## config.mk

```make
export PLATFORM = sky130hd
export DESIGN_NAME = plru_tree
export DESIGN_NICKNAME = d
export VERILOG_FILES = /design/src/cache_pkg.sv /design/src/plru_tree.sv
export SDC_FILE = /design/constraint.sdc
export NUM_CORES = 1
export LEC_CHECK = 0
export BUFFER_PORTS_ARGS = -buffer_cell sky130_fd_sc_hd__buf_4
export CAP_MARGIN = 20
export CORE_ASPECT_RATIO = 1.2
export CORE_UTILIZATION = 62
export DETAILED_ROUTE_END_ITERATION = 6
export PLACE_DENSITY = 0.79
export SLEW_MARGIN = 20
export SYNTH_ARGS = -nofsm -noshare
export SYNTH_HDL_FRONTEND = slang
export SYNTH_SLANG_ARGS = --single-unit
```

## constraint.sdc

```tcl
create_clock -name clk -period 3.4 [get_ports clk]
set_clock_uncertainty 0.2 [all_clocks]
set_input_delay 0 -clock clk [delete_from_list [all_inputs] [get_ports clk]]
set_output_delay 0 -clock clk [all_outputs]
set_load 0.05 [all_outputs]
```

## src/cache_pkg.sv

```systemverilog
package cache_pkg;

    // Geometry
    localparam int num_ways    = 4;
    localparam int num_sets    = 16;
    localparam int offset_bits = 5;                            // 32-byte lines
    localparam int index_bits  = 4;
    localparam int tag_bits    = 32 - index_bits - offset_bits;

    typedef logic [31:0]                     addr_t;
    typedef logic [31:0]                     word_t;
    typedef logic [8*(1<<offset_bits)-1:0]   line_t;           // 256 bits
    typedef logic [3:0]                      byte_mask_t;
    typedef logic [(1<<offset_bits)-1:0]     line_mask_t;      // One bit per line byte
    typedef logic [tag_bits-1:0]             tag_t;
    typedef logic [index_bits-1:0]           set_idx_t;
    typedef logic [$clog2(num_ways)-1:0]     way_idx_t;
    typedef logic [num_ways-2:0]             plru_t;           // Tree bits of one set

    // MESI line state, invalid is the reset value
    typedef enum logic [1:0] {
        mesi_invalid   = 2'b00,
        mesi_shared    = 2'b01,
        mesi_exclusive = 2'b10,
        mesi_modified  = 2'b11
    } mesi_t;

    // Per-line metadata as kept by line_store
    typedef struct packed {
        mesi_t state;
        logic  dirty;
        tag_t  tag;
    } line_meta_t;

endpackage

```

## src/plru_tree.sv

```systemverilog
module plru_tree (
    input  logic                clk,
    input  logic                rst,
    input  cache_pkg::set_idx_t set_idx,
    input  logic                touch,
    input  cache_pkg::way_idx_t touch_way,
    output cache_pkg::way_idx_t victim
);
    import cache_pkg::*;

    plru_t tree_q [num_sets];
    plru_t cur;
    plru_t nxt;

    assign cur = tree_q[set_idx];

    // Point the tree away from the way just used
    always_comb begin
        case (touch_way)
            2'd0:    nxt = {1'b1, 1'b1, cur[0]};
            2'd1:    nxt = {1'b1, 1'b0, cur[0]};
            2'd2:    nxt = {1'b0, cur[1], 1'b1};
            default: nxt = {1'b0, cur[1], 1'b0};
        endcase
    end

    always_ff @(posedge clk) begin
        if (rst) begin
            for (int s = 0; s < num_sets; s++) tree_q[s] <= '0;
        end else if (touch) begin
            tree_q[set_idx] <= nxt;
        end
    end

    // bit2 picks the half, bit1 or bit0 the way within it
    assign victim = cur[2] ? (cur[0] ? 2'd3 : 2'd2)
                           : (cur[1] ? 2'd1 : 2'd0);

endmodule

```

## Yosys cells after proc, flatten, opt, wreduce, memory -nomap -nowiden

Memories as Yosys holds them, arrays and structs flattened.
Index checks and enable logic that the tools add are counted.

| cells by class | value |
|---|---|
| equal/unequal tests | 2 |
| multiplexer cells | 12 |
| reductions and logical operators | 2 |

Operators by type and width:

| kind | count |
|---|---|
| case mux 3 bit (3 select lines) | 1 |
| two-way mux 1 bit | 8 |
| two-way mux 4 bit | 1 |
| two-way mux 3 bit | 1 |
| OR reduction 3 bit | 1 |
| equality test 2 x 1 -> 1 bit (second input constant) | 1 |
| equality test 2 bit (second input constant) | 1 |
| logical NOT 2 bit | 1 |
| two-way mux 2 bit | 1 |

| storage, ports and cells | value |
|---|---|
| flip-flop bits (word level) | 0 |
| bits in writable memories | 48 |
| word-level logic and storage cells | 17 |
| memories | 1 |

Memories:

| memory | depth | bits a word | rd ports | clocked after Yosys merged registers in | wr ports | RTL line | source |
|---|---|---|---|---|---|---|---|
| tree_q | 16 | 3 | 1 | 0 | 16 | plru_tree.sv:11 | `plru_t tree_q [num_sets];` |

## Longest topological paths before layout

Gate-level depths: netlist (run 1).

| logic depth | value |
|---|---|
| depth in word-level cells | 5 |
| mapped depth | 7 |
| mapped depth without buffers | 5 |

## Worst setup path before layout (run 1)

OpenSTA, ideal clock, no wires.

| path | value |
|---|---|
| path type | register -> output |
| start | mem tree_q[3][2] (netlist bit) |
| end | out victim[0] |
| arrival time | 2367 ps |
| setup slack | 833 ps |
| stages on the path, launching flop included | 5 |
| cells stage by stage | edfxtp_1 mux4_2 a22oi_1 nand3_1 a21oi_1 |

| between the ends | value |
|---|---|
| cells in the longest elaborated chain, start to end | 2 |

Ends and longest elaborated chain:

| element | RTL line | source |
|---|---|---|
| start: declaration | plru_tree.sv:11 |  |
| memory (16 x 3 bit) | n/a |  |
| two-way mux 2 bit | plru_tree.sv:36 | `assign victim = cur[2] ? (cur[0] ? 2'd3 : 2'd2)` |
| end: declaration | plru_tree.sv:7 | `output cache_pkg::way_idx_t victim` |

No other way between the ends.

==> flow_metrics.env, run 1 <==
export IMPL_cpLargestDelayFamily="compound AO/OA/AOI/OAI gates"
export IMPL_fp_dieW_um=59.6
export IMPL_yosys_register_bits=48
export IMPL_vias=1600
export IMPL_cts_buffer_depth=2
export IMPL_wl_per_cell_um=19.7
export IMPL_layout_drive_gt1_share_pct=23.5
export IMPL_grt_total_usage_pct=27.3
export IMPL_final_core_util_pct=71.1
export IMPL_rsz0062_at_grt="no"
export IMPL_cts_sinks=48
export IMPL_route_detailed_drc=0
export IMPL_ys_types=32
export IMPL_cts_setup_buffers=0
export IMPL_num_rows=24
export IMPL_vias_per_cell=6.25
export IMPL_synth_flop_cell="edfxtp_1"
export IMPL_crit_required_ns=3.22
export IMPL_antenna_left=0
export IMPL_fmax_mhz=425
export IMPL_grt_ovfl_total=0
export IMPL_clkPwrFrac_pct=31.7
export IMPL_p_comb_share_pct=12.8
export IMPL_dpl_hpwl_um=3530
export IMPL_synthTopCellsByArea="edfxtp_1 58%, mux4_2 7.3%, nor2_1 4.7%"
export IMPL_slew_violations=0
export IMPL_syn_num_nets=205
export IMPL_layout_common_cells="48 x edfxtp_1, 31 x nor2_1, 17 x nand2b_1"
export IMPL_gp_congestion=0.941
export IMPL_largest_register="tree_q"
export IMPL_tightest_slew_ns=0.857
export IMPL_area_growth_pct=7.14
export IMPL_place_area_um2=2520
export IMPL_async_reset_ff_share_pct=0
export IMPL_yosysWarnings=0
export IMPL_tns_ns=0
export IMPL_sw_frac_of_total_pct=23.6
export IMPL_min_path_type="input pin to flop"
export IMPL_synth_cells=196
export IMPL_grt_pass1_wl_um=7970
export IMPL_ctsHoldBuffers=2
export IMPL_die_area_um2=4240
export IMPL_core_um2=3720
export IMPL_synth_top_area_share_pct=58.4
export IMPL_drt_iter0_markers=95
export IMPL_largestRegisters="tree_q x48"
export IMPL_finalSetupViolCount=0
export IMPL_io_pins=11
export IMPL_numCtsBuffers=5
export IMPL_num_nets_final=212
export IMPL_start_util_pct=66.3
export IMPL_final_common_cell="edfxtp_1"
export IMPL_grt_pass1_vias=1593
export IMPL_switchingPower_w=0.000292
export IMPL_p_per_area_nw_per_um2=468
export IMPL_final_area_um2=2650
export IMPL_synthesis_area_um2=2470
export IMPL_synth_edf_count=48
export IMPL_antenna_found_initial=0
export IMPL_power_frac_seq_pct=55.5
export IMPL_largest_reg_flops=48
export IMPL_first_pass_iters=4
export IMPL_p_int_w=0.000947
export IMPL_p_leak_nw=0.924
export IMPL_clk_pin_slew_ns=0.08
export IMPL_clk_latency_ns=0.29
export IMPL_vdd_drop_max_mv=0.334
export IMPL_grt_max_degree=23
export IMPL_tritoncts="done"
export IMPL_syn_avg_cell_area_um2=12.6
export IMPL_port_buffers=10
export IMPL_outcome="complete, no violations"
export IMPL_ys_seq_area_share_pct=58.4
export IMPL_die_h_um=71.1
export IMPL_regToRegSetupSlack_ns=1.05
export IMPL_cp_arrival_ns=2.17
export IMPL_hold_viol_final=0
export IMPL_worstPathMaxFanout=12
export IMPL_netlist_top_cell_by_area="edfxtp_1"
export IMPL_ctsResizeCount=0
export IMPL_crit_path_end_kind="flop"
export IMPL_root_buffer="clkbuf_8"
export IMPL_slowest_stage="o31ai_4"
export IMPL_cap_viol_max_count=0
export IMPL_slew_headroom_pct=42.9
export IMPL_crit_type="flop to flop"
export IMPL_startpoint_type="flop"
export IMPL_htree_levels=2
export IMPL_fin_crit_sh_pct=69.2
export IMPL_cp_cell_sequence="mux4_2 > nor2_2 > a311oi_2 > o31ai_4 > nor2_1"
export IMPL_antenna_cells=0
export IMPL_critical_path_buf_inv_count=0
export IMPL_min_period_ns=2.35
export IMPL_wirelength_um=5030
export IMPL_slowest_delay_ns=0.73
==> cells by family after synthesis <==
family                 count (synthesis)  share of synthesized area (%)
AO/OA/AOI/OAI                         12                           5.37
multiplexers                          16                           10.6
AND/OR/NAND/NOR                      104                           21.4
flip-flops                            48                           58.4
buffers and inverters                 16                           4.26
==> synthesized netlist by cell type, drive strengths merged, types with 3 or more instances <==
cell type and n:
nand2 15, buf 10, nand2b 17, nor2b 5, nand3 6, nor2 46, mux2i 6, nor3 11
edfxtp 48, a21oi 3, mux4 8
==> layer usage <==
layer  GRT usage, %  vias to the layer above  routed length (um)
met2           43.9                       90                2660
met5              0                        -                   0
met3           5.12                       12                 386
met1           35.1                      782                1850
li1               -                      716                   -
met4           14.2                        0                 144
==> final cells by class <==
class | count | area, um^2
Timing Repair Buffer | 12 | 95.1
Tap cell | 52 | 65.1
Clock inverter | 3 | 37.5
Inverter | 4 | 15.0
Sequential cell | 48 | 1440
Fill cell | 286 | 1080
Clock buffer | 5 | 68.8
Multi-Input combinational cell | 132 | 923
==> worst paths after layout <==
check        cells after the start          start            end
min reg2reg                      4   tree_q[7][1]   tree_q[6][1]
max reg2reg                      5  tree_q[13][1]   tree_q[7][1]
min                              2            rst  tree_q[10][2]
max                              5  tree_q[13][1]   tree_q[7][1]
==> power groups by stage <==
stage               logic (W)  clock network (W)  registers, W
finish               0.000158           0.000393      0.000687
global route         0.000169           0.000415      0.000690
CTS                  0.000158           0.000399      0.000688
detailed placement   0.000155                  0      0.000701
global placement     0.000151                  0      0.000700
floorplan            0.000124                  0      0.000694
==> metrics by stage <==
step	total power, W	cells	setup slack, ns	hold WS, ns
after floorplan	0.000818	196	0.833	0.0527
after global placement	0.000851	246	1.10	0.237
after detailed placement	0.000856	246	1.03	0.248
after CTS	0.00124	256	1.04	0.0205
after global routing	0.00127	256	0.958	0.0424
final	0.00124	256	1.05	0.0312
Note: power is estimated with default switching activity, not from simulation.
==> run 2: changes to the inputs <==
--- a/config.mk
+++ b/config.mk
@@ -8,9 +8,9 @@
 export BUFFER_PORTS_ARGS = -buffer_cell sky130_fd_sc_hd__buf_4
 export CAP_MARGIN = 20
 export CORE_ASPECT_RATIO = 1.2
-export CORE_UTILIZATION = 62
+export CORE_UTILIZATION = 61
 export DETAILED_ROUTE_END_ITERATION = 6
-export PLACE_DENSITY = 0.79
+export PLACE_DENSITY = 0.78
 export SLEW_MARGIN = 20
 export SYNTH_ARGS = -nofsm -noshare
 export SYNTH_HDL_FRONTEND = slang
==> constraint.sdc (replaced) <==
create_clock -name clk -period 2.4 [get_ports clk]
set_clock_uncertainty 0.2 [all_clocks]
set_input_delay 0 -clock clk [delete_from_list [all_inputs] [get_ports clk]]
set_output_delay 0 -clock clk [all_outputs]
set_load 0.05 [all_outputs]
==> run 2 against run 1 <==
Effect of this change: worst setup slack worse by 0.91 ns; via count is 3.5% lower; global-route usage is 1.9 points lower.
==> flow_metrics.env, run 2 (synthesis results as in run 1) <==
export IMPL_outcome="complete, no violations"
export IMPL_largest_register="tree_q"
export IMPL_gp_congestion=0.873
export IMPL_antenna_found_initial=0
export IMPL_worst_r2r_endpoint="tree_q[2][0]"
export IMPL_min_delay_worst_endpoint="tree_q[2][1]"
export IMPL_io_pins=11
export IMPL_route_detailed_drc=0
export IMPL_hold_viol_final=0
export IMPL_place_area_um2=2570
export IMPL_clk_pin_slew_ns=0.08
export IMPL_area_growth_pct=7.85
export IMPL_ctsResizeCount=0
export IMPL_cts_buffer_depth=2
export IMPL_p_per_area_nw_per_um2=621
export IMPL_final_area_um2=2660
export IMPL_grt_busiest_layer="met2"
export IMPL_fp_dieW_um=60.1
export IMPL_layout_common_cells="48 x edfxtp_1, 31 x nor2_1, 17 x nand2b_1"
export IMPL_grt_use_met1_pct=35.0
export IMPL_cts_setup_buffers=0
export IMPL_startpoint_type="flop"
export IMPL_crit_path_end_kind="output port"
export IMPL_cts_sinks=48
export IMPL_grt_max_degree=23
export IMPL_num_rows=24
export IMPL_largest_reg_flops=48
export IMPL_worstPathMaxFanout=3
export IMPL_rsz0062_at_grt="no"
export IMPL_tightest_slew_ns=0.490
export IMPL_root_buffer="clkbuf_8"
export IMPL_worstHoldPathCells=2
export IMPL_cap_viol_max_count=0
export IMPL_min_period_ns=2.27
export IMPL_fmax_mhz=441
export IMPL_first_pass_iters=5
export IMPL_dpl_hpwl_um=3530
export IMPL_die_h_um=71.7
export IMPL_finalSetupViolCount=0
export IMPL_vdd_drop_max_mv=0.381
export IMPL_r2r_cells=6
export IMPL_grt_pass1_vias=1561
export IMPL_fin_crit_sh_pct=94.5
export IMPL_crit_type="flop to output port"
export IMPL_htree_levels=2
export IMPL_die_area_um2=4310
export IMPL_reg2reg_from="tree_q[11][0]"
export IMPL_cpLargestDelayFamily="multiplexers"
export IMPL_nFillCells=262
export IMPL_grt_total_usage_pct=25.5
export IMPL_drt_iter0_markers=119
export IMPL_start_util_pct=65.8
export IMPL_vias_per_cell=5.96
export IMPL_cp_num_cells=6
export IMPL_port_buffers=10
export IMPL_slew_headroom_pct=67.3
export IMPL_tritoncts="done"
export IMPL_grt_ovfl_total=0
export IMPL_critical_path_buf_inv_count=1
export IMPL_largestRegisters="tree_q x48"
export IMPL_numCtsBuffers=5
export IMPL_met2_usage_pct=40.7
export IMPL_slew_violations=0
export IMPL_wl_per_cell_um=18.2
export IMPL_min_from="rst"
export IMPL_min_path_type="input pin to flop"
export IMPL_tns_ns=0
export IMPL_core_um2=3750
export IMPL_cp_cell_sequence="mux4_2 > a22oi_1 > nand3_1 > nor3_1 > a21oi_2 > buf_4"
export IMPL_num_nets_final=216
export IMPL_grt_use_met3_pct=4.33
export IMPL_crit_required_ns=2.20
export IMPL_final_common_cell="edfxtp_1"
export IMPL_grt_pass1_wl_um=7580
export IMPL_p_leak_nw=0.936
export IMPL_slowest_delay_ns=0.49
export IMPL_antenna_cells=0
export IMPL_clk_latency_ns=0.30
export IMPL_slowest_stage="mux4_2"
export IMPL_vias=1544
export IMPL_antenna_left=0
export IMPL_wirelength_um=4720
export IMPL_cp_arrival_ns=2.07
export IMPL_regToRegSetupSlack_ns=0.33
export IMPL_layout_drive_gt1_share_pct=25.6
[run 2: worst max path at each step]
stage	from	to	slack (ns)
floorplan	tree_q[3][2]	victim[0]	0.09
global placement	tree_q[3][0]	tree_q[10][0]	0.38
detailed placement	tree_q[11][0]	tree_q[2][0]	0.34
CTS	tree_q[2][2]	victim[0]	0.1
global route	tree_q[2][2]	victim[0]	0.03
finish	tree_q[2][2]	victim[0]	0.13
[run 2: final cells by class]
| cell class | count | area (um^2) | share of cell area [%] |
|---|---|---|---|
| clock buffer | 6 | 72.6 | 2.72 |
| clock inverter | 1 | 5.00 | 0.188 |
| inverter | 4 | 15.0 | 0.564 |
| multi-input combinational | 132 | 927 | 34.8 |
| sequential | 48 | 1440 | 54.1 |
| tap | 52 | 65.1 | 2.44 |
| timing repair buffer | 16 | 138 | 5.17 |
[run 2: routing by layer]
layer  vias to the layer above  routed length [um]
met4                         0                  91
met3                         9                 304
li1                        727                   -
met2                        54                2460
met1                       754                1870
met5                         -                   0
[run 2: report_power, final]
group          total (W)  internal, W  leakage, nW  switching (W)
combinational   0.000237    0.0000910        0.413       0.000146
sequential      0.000971     0.000959        0.482      0.0000128
clock           0.000446     0.000198       0.0410       0.000248
total            0.00165      0.00125        0.936       0.000407
[run 2: metrics by stage]
stage / cells / power, W / setup slack (ns) / util [%] / hold slack (ns)
finish: 259 / 0.00165 / 0.132 / 71.0 / 0.0109
global route: 259 / 0.00170 / 0.0255 / 71.0 / 0.0399
CTS: 259 / 0.00166 / 0.0995 / 71.0 / 0.0101
detailed placement: 250 / 0.00123 / 0.337 / 68.4 / 0.244
global placement: 250 / 0.00122 / 0.382 / 68.4 / 0.240
floorplan: 196 / 0.00116 / 0.0934 / - / 0.0527
[run 2: what timing repair did]
item	4_1_cts	5_1_grt
hold endpoints to repair	19	0
hold buffers	2	0
endpoints found under the setup margin	0	0
