==> src/cache_pkg.sv <==
package cache_pkg;

    // Geometry
    localparam int num_ways    = 4;
    localparam int num_sets    = 16;
    localparam int offset_bits = 5;                            // 32-byte lines
    localparam int index_bits  = 4;
    localparam int tag_bits    = 32 - index_bits - offset_bits;

    typedef logic [31:0]                     addr_t;
    typedef logic [31:0]                     word_t;
    typedef logic [8*(1<<offset_bits)-1:0]   line_t;           // 256 bits
    typedef logic [3:0]                      byte_mask_t;
    typedef logic [(1<<offset_bits)-1:0]     line_mask_t;      // One bit per line byte
    typedef logic [tag_bits-1:0]             tag_t;
    typedef logic [index_bits-1:0]           set_idx_t;
    typedef logic [$clog2(num_ways)-1:0]     way_idx_t;
    typedef logic [num_ways-2:0]             plru_t;           // Tree bits of one set

    // MESI line state, invalid is the reset value
    typedef enum logic [1:0] {
        mesi_invalid   = 2'b00,
        mesi_shared    = 2'b01,
        mesi_exclusive = 2'b10,
        mesi_modified  = 2'b11
    } mesi_t;

    // Per-line metadata as kept by line_store
    typedef struct packed {
        mesi_t state;
        logic  dirty;
        tag_t  tag;
    } line_meta_t;

endpackage

==> src/bus_pkg.sv <==
package bus_pkg;

    // Commands carried on the snoop bus
    typedef enum logic [1:0] {
        cmd_none    = 2'b00,
        cmd_bus_rd  = 2'b01,     // Read line, holders go Shared
        cmd_bus_inv = 2'b10      // Invalidate other copies
    } bus_cmd_t;

    // Answer to an outgoing command
    typedef enum logic [1:0] {
        resp_none = 2'b00,
        resp_hit  = 2'b01,
        resp_miss = 2'b10
    } bus_resp_t;

    typedef struct packed {
        cache_pkg::addr_t addr;
        bus_cmd_t         cmd;
    } bus_req_t;

endpackage

==> src/snoop_port.sv <==
module snoop_port (
    input  bus_pkg::bus_req_t                                 snoop_req,
    input  logic                                              snoop_block,
    input  cache_pkg::line_meta_t [cache_pkg::num_ways-1:0]   snp_meta,
    input  cache_pkg::line_t      [cache_pkg::num_ways-1:0]   snp_line,
    output cache_pkg::set_idx_t                               snp_set,
    output cache_pkg::way_idx_t                               snp_way,
    output logic                                              snp_meta_we,
    output cache_pkg::line_meta_t                             snp_meta_in,
    output logic                                              snoop_hit,
    output cache_pkg::line_t                                  snoop_data
);
    import cache_pkg::*;
    import bus_pkg::*;

    tag_t                snp_tag;
    logic [num_ways-1:0] way_hit;
    logic                active;

    assign snp_tag = snoop_req.addr[31 -: tag_bits];
    assign snp_set = snoop_req.addr[offset_bits +: index_bits];
    assign active  = !snoop_block && snoop_req.cmd != cmd_none;

    always_comb begin
        for (int w = 0; w < num_ways; w++) begin
            way_hit[w] = (snp_meta[w].state != mesi_invalid) && (snp_meta[w].tag == snp_tag);
        end
        if (way_hit[0])      snp_way = 2'd0;
        else if (way_hit[2]) snp_way = 2'd2;
        else if (way_hit[1]) snp_way = 2'd1;
        else                 snp_way = 2'd3;
    end

    assign snoop_hit   = active && |way_hit;
    assign snp_meta_we = snoop_hit;                           // Lands on the next edge

    always_comb begin
        snp_meta_in = snp_meta[snp_way];                      // Dirty and tag kept
        snoop_data  = '0;
        if (snoop_req.cmd == cmd_bus_rd) begin
            snp_meta_in.state = mesi_shared;
            if (snoop_hit) snoop_data = snp_line[snp_way];
        end else begin
            snp_meta_in.state = mesi_invalid;
        end
    end

endmodule

==> config.mk <==
export PLATFORM = sky130hd
export DESIGN_NAME = snoop_port
export DESIGN_NICKNAME = d
export VERILOG_FILES = /design/src/cache_pkg.sv /design/src/bus_pkg.sv /design/src/snoop_port.sv
export SDC_FILE = /design/constraint.sdc
export NUM_CORES = 1
export LEC_CHECK = 0
export BUFFER_PORTS_ARGS = -buffer_cell sky130_fd_sc_hd__buf_4
export CAP_MARGIN = 15
export CORE_AREA = 2 2 565 567
export DETAILED_ROUTE_END_ITERATION = 7
export DIE_AREA = 0 0 567 569
export GPL_TIMING_DRIVEN = 0
export SLEW_MARGIN = 10
export SYNTH_ARGS = -nofsm -noshare
export SYNTH_HDL_FRONTEND = slang
export SYNTH_SLANG_ARGS = --single-unit
==> constraint.sdc <==
create_clock -name vclk -period 4.84
set_input_delay 0.968 -clock vclk [all_inputs]
set_output_delay 0.968 -clock vclk [all_outputs]
set_load 0.03 [all_outputs]
After elaboration in Yosys (flattened, before gate mapping)

Cells that the tools add are included.

Bits of input ports: 1163
Output and inout bits: 290
Logic and storage cells: 29
Bits in registers: 0

Eq/ne operators: 5
Reduce and logical (&&, ||, !) cells: 13
Order comparisons: 1
Multiplexer cells: 10

Operator list:

| operator           | count |
|---|---|
| $mux 256           | 3 |
| $bmux 256 s2       | 1 |
| $eq 23x23->1       | 4 |
| $bmux 26 s2        | 1 |
| $mux 24            | 1 |
| $reduce_bool 2->1  | 5 |
| $logic_and 1x1->1  | 6 |
| $mux 2             | 3 |
| $reduce_or 4->1    | 1 |
| $lt 2x3->1 const B | 1 |
| $eq 2x1->1 const B | 1 |
| $logic_not 1->1    | 1 |
| $mux 1             | 1 |

Longest topological paths before layout

Gate-level depths: netlist of the first run.

Depth in word-level cells: 9
Gate-level depth with buffers: 12

Worst setup path before layout of the first run

No wires, ideal clock.

Path type: input-to-output
Start: input port snoop_req[22] (netlist bit)
End: output port snoop_data[0]
Path slack: -107 ps
Data arrival time: 3979 ps
Path buffers: 3
Stages on the path: 10
Cell sequence: xor2_1 > or4_1 > or4b_1 > or4_1 > buf_2 > and4_1 > or3b_1 > buf_2 > clkbuf_1 > a21oi_1

Longest elaborated chain between the ends: 9

Ends and longest elaborated chain:

| element                        | RTL line         | RTL |
|---|---|---|
| from (decl)                    | snoop_port.sv:2  | `input bus_pkg::bus_req_t snoop_req,` |
| $eq 23x23->1                   | snoop_port.sv:26 | `way_hit[w] = (snp_meta[w].state != mesi_invalid) && (snp_meta[w].tag == snp_tag);` |
| $logic_and 1x1->1              | snoop_port.sv:26 |  |
| $mux 2                         | snoop_port.sv:30 | `else if (way_hit[1]) snp_way = 2'd1;` |
| $mux 2                         | snoop_port.sv:29 | `else if (way_hit[2]) snp_way = 2'd2;` |
| $mux 2                         | snoop_port.sv:28 | `if (way_hit[0]) snp_way = 2'd0;` |
| $bmux 256 s2                   | snoop_port.sv:42 | `if (snoop_hit) snoop_data = snp_line[snp_way];` |
| $mux 256 (implied by the code) | snoop_port.sv:42 |  |
| $mux 256 *                     | snoop_port.sv:42 |  |
| $mux 256 *                     | snoop_port.sv:40 | `if (snoop_req.cmd == cmd_bus_rd) begin` |
| to (decl)                      | snoop_port.sv:11 | `output cache_pkg::line_t snoop_data` |

Every way passes the cells marked *; elsewhere a longest branch is shown, timed or not. The select of a mux whose other input is x is not followed.

Final worst setup path of the first run

Start: input port snoop_req[20] (netlist bit)
End: output port snoop_data[190]

The elaborated chain is that of the path after synthesis.

==> results of run 1 <==
==> cell usage after synthesis, types with 8 or more instances <==
cell type / instances
o21ai_0: 256
a31o_2: 256
o22ai_1: 48
a21oi_2: 240
nor2_1: 8
a21oi_1: 40
nand4_1: 8
nor4_1: 18
xor2_1: 61
clkbuf_1: 184
buf_6: 27
nand2_1: 775
or4_1: 12
xnor2_1: 32
==> placed cells by master (no fill, tap or decap), types with 31 or more instances in the layout <==
master,netlist,routed
nand2_1,775,766
buf_4,6,1244
xor2_1,61,58
xnor2_1,32,31
clkbuf_1,184,119
buf_12,0,52
o21ai_1,0,37
a31o_2,256,219
o21ai_0,256,211
a31o_4,0,37
clkbuf_2,0,33
diode_2,0,109
o22ai_1,48,44
buf_6,27,184
a21oi_4,0,230
==> area by class of cell <==
| class | instances | share of cell area |
|---|---|---|
| multi-input cells | 1775 | 0.386 |
| plain buffers | 218 | 0.0501 |
| diodes | 109 | 0.00837 |
| well taps | 4180 | 0.160 |
| repair buffers | 1494 | 0.395 |
==> metal layers <==
layer  up-vias  part of all wire  global-route usage
li1      10200                 -                   -
met1     11600              0.37               0.189
met2      1919              0.43               0.264
met3       745              0.14               0.101
met4       242             0.055              0.0713
met5         -            0.0055            0.000149
==> where the power goes <==
group	leakage, nW	internal [mW]	switching [mW]	total (mW)
clock network	0.000688	0.00000301	0	0.00000301
logic	12.3	0.817	0.729	1.55
registers	0	0	0	0
==> logic make-up after synthesis <==
| family | after synthesis |
|---|---|
| xor+xnor | 93 |
| compound gates | 844 |
| simple gates | 837 |
| other cells | 1 |
| buf+inv | 220 |
==> repair_timing <==
item / CTS / global route
hold endpoints to repair: 0 / 0
cloned: 9 / 7
resized for setup: 428 / 211
endpoints found under the setup margin: 284 / 283
pin swaps: 6 / 3
setup buffers: 5 / 15
hold buffers: 0 / 0
==> stage by stage <==
| stage | power, mW | util |
|---|---|---|
| after floorplan | 0.341 | - |
| after global placement | 1.51 | 0.0913 |
| after detailed placement | 1.51 | 0.0924 |
| after CTS | 1.53 | 0.0984 |
| after global routing | 1.61 | 0.102 |
| final | 1.55 | 0.103 |
==> how the worst max path moves through the flow <==
stage | from | end | slack (ns)
after CTS | snoop_req[22] | snoop_data[190] | -0.69
final | snoop_req[20] | snoop_data[190] | -0.66
after global placement | snoop_req[13] | snoop_data[198] | -4.56
after floorplan | snoop_req[22] | snoop_data[0] | -0.11
after detailed placement | snoop_req[17] | snoop_data[120] | -1.85
after global routing | snp_meta[63] | snoop_data[223] | -0.72
==> results.toml, run 1 <==
[run_status]
status = "finished, violations left"
violations = "setup timing"

[global_route]
track_usage = 0.171
grt_first_pass_wirelength_um = 339000
grt_pass1_vias = 23300
grt_antenna_before_repair = 316
grt-ovfl-total = 0
grt_max_degree = 11

[layout]
fill_cells = 37200
stdcell_area_sq_um = 32600
regArea_sq_um = 0
layout-drive-gt1-share = 0.613
nClkBuffers = 0
area_growth_pct = 187
multi_input_area_sq_um = 12600
num-nets-final = 4652
final_cells = 7776
seq_cells = 0

[critical_path]
crit_cells = 13
crit_buf_inv = 6
timing.critical_path.fanout_max = 8
critPathMaxStageDelay_ns = 0.51
cp_slowest_cell = "or4b_1"
crit_chain = "buf_4, xor2_1, or4_4, or4b_1, or4_4, buf_12, and4_4, or3b_4, buf_12, buf_16, buf_16, a21oi_4, buf_6"
arrival_ns = 4.53
start_kind = "primary input"
end_kind = "output pin"
crit_family = "simple AND/OR/NAND/NOR gates"
criticalPathCategory = "in2out"
required_ns = 3.87

[sta]
worst_slack_ns = -0.659
maxSlewHeadroom = 0.323
finalSetupTns_ns = -148.36
timing.hold.ws_ns = 2.20
rsz0062_at_grt = "yes"
fin_crit_sh = 1.14
fmax_mhz = 182
final_max_slew_viol_count = 0
period_needed_ns = 5.50
tightest_slew_ns = 1.01
setup_violations = 284
hold_viol_final = 0

[synthesis]
synth_fa_ha_area_frac = 0
synth_compound_area_frac = 0.543
ys_top_cells_by_area = "nand2_1 26%, a31o_2 20%, a21oi_2 19%, o21ai_0 11%, clkbuf_1 6.1%"
ys_types = 31
synthXorXnorAreaFrac = 0.0718
ys_seq_area_frac = 0
synth_area_leader_cell = "nand2_1"
synth_warnings = 0
yosys.area_share.simple = 0.292
syn-instance-count = 1995
synth_mux_area_frac = 0
syn_area_per_cell_sq_um = 5.69
synth_top_area_share = 0.256
synth_area_sq_um = 11300
synth_nets = 3158
synth_top_family_by_area = "compound AO/OA/AOI/OAI gates"

[min_path]
hold_path_end = "snp_set[0]"
min_from = "snoop_req[7]"
holdPathStages = 2
hold_path.class = "in2out"

[detailed_routing]
drtIter0Drc = 2113
wl_per_cell_um = 37.5
first_pass_iters = 6
via_per_inst = 3.18
ant_nets = 0
routed-via-count = 24700
drc_errors = 0
wirelength_um = 291000

[power]
vdd_ir_drop_max_v = 0.0000298
power_density_nw_per_um2 = 47.4
p_leak_nw = 12.3

[job]
drv_cap = 0

[place]
place_inst = 7634
dpl.hpwl_um = 269000
place.gp.congestion = 0.960
dpl_cell_area_sq_um = 29300
pre_cts_slack_ns = -1.85
io_buffer_count = 1442

[floorplan]
io_pins = 1453
core.rowCount = 207
die_w_um = 567
core_area_sq_um = 317000
dieArea_sq_um = 323000
die_h_um = 569
start_util = 0.0358
Note: power is estimated with default switching activity, not from simulation.
==> inputs of run 2 (changes only) <==
==> constraint.sdc (replaced) <==
create_clock -name vclk -period 4.84
set_input_delay 1.452 -clock vclk [all_inputs]
set_output_delay 1.452 -clock vclk [all_outputs]
set_load 0.03 [all_outputs]
==> results.toml, run 2 (same netlist as run 1, synthesis figures left out) <==
[run_status]
status = "finished, violations left"
violations = "setup timing"

[floorplan]
die_w_um = 567
dieArea_sq_um = 323000
die_h_um = 569
core.rowCount = 207
core_area_sq_um = 317000
start_util = 0.0358
io_pins = 1453

[critical_path]
worstSetupEndpoint = "snoop_data[82]"
arrival_ns = 5.13
cp_slowest_cell = "or4_1"
setup.worst_path.start = "snoop_req[22]"
timing.critical_path.fanout_max = 7
required_ns = 3.39
criticalPathCategory = "in2out"
end_kind = "output pin"
critPathMaxStageDelay_ns = 0.52
start_kind = "primary input"
cpMostUsedCell = "buf_12"
crit_chain = "buf_12, xor2_4, or4_1, or4b_1, or4_4, buf_12, and4_4, or3b_4, buf_16, buf_12, a21oi_4, buf_6"

[layout]
final_cell_mix = "1197 x buf_4, 768 x nand2_1, 249 x a21oi_4"
multi_input_area_sq_um = 13000
fill_cells = 37100
layout-drive-gt1-share = 0.635
utilization = 0.106
nClkBuffers = 0
seq_cells = 0
num-nets-final = 4678
regArea_sq_um = 0
final_common_cell = "buf_4"
area_growth_pct = 197

[power]
p_leak_nw = 12.6
seqPwrFrac = 0
clkPwrFrac = 0
power_switching_share = 0.476
switching_power_mw = 0.744
power_density_nw_per_um2 = 46.4
internal_power_mw = 0.820
vdd_ir_drop_max_v = 0.0000216
p_comb_frac = 1.000

[global_route]
grt_antenna_before_repair = 385
grt-ovfl-total = 0
track_usage = 0.186
grt_pass1_vias = 23500
grt_max_degree = 17
grt_first_pass_wirelength_um = 365000

[sta]
fmax_mhz = 152
hold_viol_final = 0
worst_slack_ns = -1.74
fin_crit_sh = 1.36
final_max_slew_viol_count = 0
rsz0062_at_grt = "yes"
tightest_slew_ns = 1.19
setup_violations = 284
finalSetupTns_ns = -438.76
maxSlewHeadroom = 0.209
period_needed_ns = 6.58

[detailed_routing]
via_per_inst = 3.19
drc_errors = 0
first_pass_iters = 5
drtIter0Drc = 1855
wirelength_um = 317000
routed-via-count = 25100
ant_nets = 0
wl_per_cell_um = 40.3

[clock_network]
holdBufCountCts = 0

[place]
dpl.hpwl_um = 291000
place.gp.congestion = 0.952
io_buffer_count = 1442
pre_cts_slack_ns = -2.66

[job]
drv_cap = 0

[min_path]
hold_path.class = "in2out"
==> run 2: cell count changes in the layout (fill, tap and decap cells not counted), sizes merged <==
cell    change
buf        +23
diode      +52
clkbuf      +3
==> run 2: worst min path at each step <==
stage                        from  cells after the start              end  slack (ns)
finish              snoop_req[10]                      2       snp_set[3]        3.13
global placement    snoop_req[10]                      2       snp_set[3]        3.12
CTS                 snoop_req[10]                      2       snp_set[3]        3.12
global route        snoop_req[10]                      2       snp_set[3]        3.13
detailed placement  snoop_req[10]                      2       snp_set[3]        3.12
floorplan            snoop_req[1]                      1  snp_meta_in[24]        3.02
==> run 2: layout make-up <==
| class | instances | share of cell area |
|---|---|---|
| tap | 4180 | 0.155 |
| timing repair buffer | 1529 | 0.404 |
| antenna | 161 | 0.0119 |
| multi-input combinational | 1775 | 0.386 |
| buffer | 209 | 0.0430 |
==> run 2: metrics by stage <==
step                cell area [sq um]  power [mW]  instances  hold WS (ns)
floorplan                       12200       0.327       1995          3.02
finish                          33700        1.56       7854          3.13
CTS                             31500        1.55       7673          3.12
global placement                28200        1.51       7617          3.12
global route                    33500        1.63       7763          3.13
detailed placement              28500        1.51       7634          3.12
==> run 2: power groups by stage <==
stage | logic (mW) | clock network, mW | registers, mW
after floorplan | 0.327 | 0 | 0
after global placement | 1.51 | 0 | 0
after detailed placement | 1.51 | 0 | 0
after CTS | 1.55 | 0 | 0
after global routing | 1.63 | 0.00000173 | 0
final | 1.56 | 0.00000414 | 0
==> run 2: timing repair <==
item,in CTS,in global routing
pin swaps,6,3
buffers inserted,23,32
resized for setup,491,391
endpoints found under the setup margin,284,284
gates cloned,17,7
==> run 2: routing by layer <==
metal | vias to the layer above | routed length [um] | share of wire | track usage
met4 | 278 | 16400 | 0.052 | 0.0659
met2 | 1816 | 134000 | 0.42 | 0.286
met5 | - | 1780 | 0.0056 | 0
met3 | 785 | 46400 | 0.15 | 0.122
li1 | 10300 | - | - | -
met1 | 11800 | 118000 | 0.37 | 0.203
==> run 2: critical path: cells and delay by family <==
kind | cells | cell delay [ns]
buffers and inverters | 5 | 0.92
AO/OA/AOI/OAI | 1 | 0.34
AND/OR/NAND/NOR | 5 | 2.13
XOR/XNOR | 1 | 0.16
==> inputs of run 3 (changes only) <==
ABC_AREA = 1   (was not set)
BUFFER_PORTS_ARGS = -buffer_cell sky130_fd_sc_hd__buf_2   (was -buffer_cell sky130_fd_sc_hd__buf_4)
CORE_AREA = 2 2 564 566   (was 2 2 565 567)
DIE_AREA = 0 0 566 568   (was 0 0 567 569)
==> results.toml, run 3 <==
[power]
p_comb_frac = 1.000
switching_power_mw = 1.03
power_density_nw_per_um2 = 43.4
clkPwrFrac = 0
p_leak_nw = 19.5
finalPower_mw = 1.72
internal_power_mw = 0.684
vdd_ir_drop_max_v = 0.0000266
seqPwrFrac = 0
power_switching_share = 0.602

[detailed_routing]
via_per_inst = 3.75
first_pass_iters = 5
ant_nets = 0
wirelength_um = 333000
drc_errors = 0
wl_per_cell_um = 34.6
routed-via-count = 36100
drtIter0Drc = 3763

[global_route]
grt-ovfl-total = 0
track_usage = 0.197
grt_first_pass_wirelength_um = 402000
grt_antenna_before_repair = 351
grt_pass1_vias = 34000
grt_max_degree = 11

[layout]
stdcell_area_sq_um = 39600
final_common_cell = "buf_2"
seq_cells = 0
regArea_sq_um = 0
utilization = 0.125
layout-drive-gt1-share = 0.457
fill_cells = 37500
num-nets-final = 6444
final_cell_mix = "1173 x buf_2, 830 x inv_1, 538 x nand2_1"
area_growth_pct = 130
nClkBuffers = 0
final_cells = 9616

[synthesis]
ys_types = 25
synth_nets = 4786
synth_top_area_share = 0.187
ys_seq_area_frac = 0
synth_area_sq_um = 17300
synth_area_leader_cell = "inv_1"
synth_warnings = 0
syn_area_per_cell_sq_um = 4.76
synth_common_cells = "858 x inv_1, 648 x nand2_1, 519 x nand3_1"
syn-instance-count = 3623
ys_top_cells_by_area = "inv_1 19%, nand4_1 19%, nand3_1 15%, nand2_1 14%, nand3b_1 11%"
yosysMostFrequentCell = "inv_1"

[floorplan]
die_w_um = 566
io_pins = 1453
core_area_sq_um = 316000
die_h_um = 568
dieArea_sq_um = 321000
start_util = 0.0546
core.rowCount = 207

[place]
dpl_cell_area_sq_um = 29900
io_buffer_count = 1443
pre_cts_slack_ns = -3.58
dpl.hpwl_um = 300000
place_inst = 9257
place.gp.congestion = 1.03

[sta]
rsz0062_at_grt = "yes"
period_needed_ns = 5.85
fin_crit_sh = 1.21
setup_violations = 283
timing.hold.ws_ns = 3.21
hold_viol_final = 0
maxSlewHeadroom = 0.439
finalSetupTns_ns = -183.83
worst_slack_ns = -1.01
final_max_slew_viol_count = 0
fmax_mhz = 171
tightest_slew_ns = 0.839

[run_status]
status = "finished, violations left"
violations = "setup timing"

[clock_network]
holdBufCountCts = 0

[critical_path]
criticalPathCategory = "in2out"
required_ns = 3.39
critPathMaxStageDelay_ns = 0.58
crit_family = "buffers and inverters"
crit_chain = "buf_6, inv_4, nand2_4, o21ai_4, nor2_2, nand2_2, nor2_4, buf_12, nand3_4, buf_12, nand2_8, buf_16, buf_12, buf_8, buf_6, buf_4, nand4_1, a21oi_2, buf_6"
timing.critical_path.fanout_max = 4
arrival_ns = 4.40
cp_slowest_cell = "nand4_1"
start_kind = "primary input"
end_kind = "output pin"
crit_buf_inv = 10

[min_path]
hold_path.class = "in2out"

[job]
drv_cap = 0
## run 3: area by class of cell
cell class                 count  area (sq um)  share of cell area
inverter                     884          3450              0.0869
timing repair buffer        1670         12200               0.308
antenna                      157           393             0.00991
tap                         4180          5230               0.132
buffer                       345          3430              0.0865
multi-input combinational   2380         14900               0.377
## run 3: repair_timing
action                                   CTS  global route
pin swaps                                331           155
buffers inserted                         146            46
endpoints found under the hold margin      0             0
endpoints found under the setup margin   284           283
gates cloned                              31             2
resized for setup                       1822           196
## run 3: worst paths after layout
kind                         start             end  slack (ns)  cells past startpoint
worst max-delay path  snp_meta[56]  snoop_data[92]       -1.01                     19
worst min-delay path  snoop_req[8]      snp_set[1]        3.21                      2
## run 3: per-layer routing
layer	share of wire	routed length (um)	track usage	up-vias
li1	-	-	-	15400
met1	0.38	128000	0.229	17100
met2	0.42	141000	0.305	2585
met3	0.13	44000	0.0974	782
met4	0.055	18400	0.0808	220
met5	0.0044	1450	0	-
## run 3: cell families after synthesis
logic type,after synthesis,synth area share
other,1,0.000217
xor gates and xnor gates,3,0.00152
buffers and inverters,1243,0.279
and+or+nand+nor,2050,0.615
AOI/OAI and AO/OA,326,0.104
## run 3: power by group through the flow
stage	clock, mW	sequential, mW	combinational (mW)
after floorplan	0	0	0.502
after global placement	0	0	1.51
after detailed placement	0	0	1.51
after CTS	0	0	1.66
after global routing	0.00000170	0	1.82
final	0.00000421	0	1.72
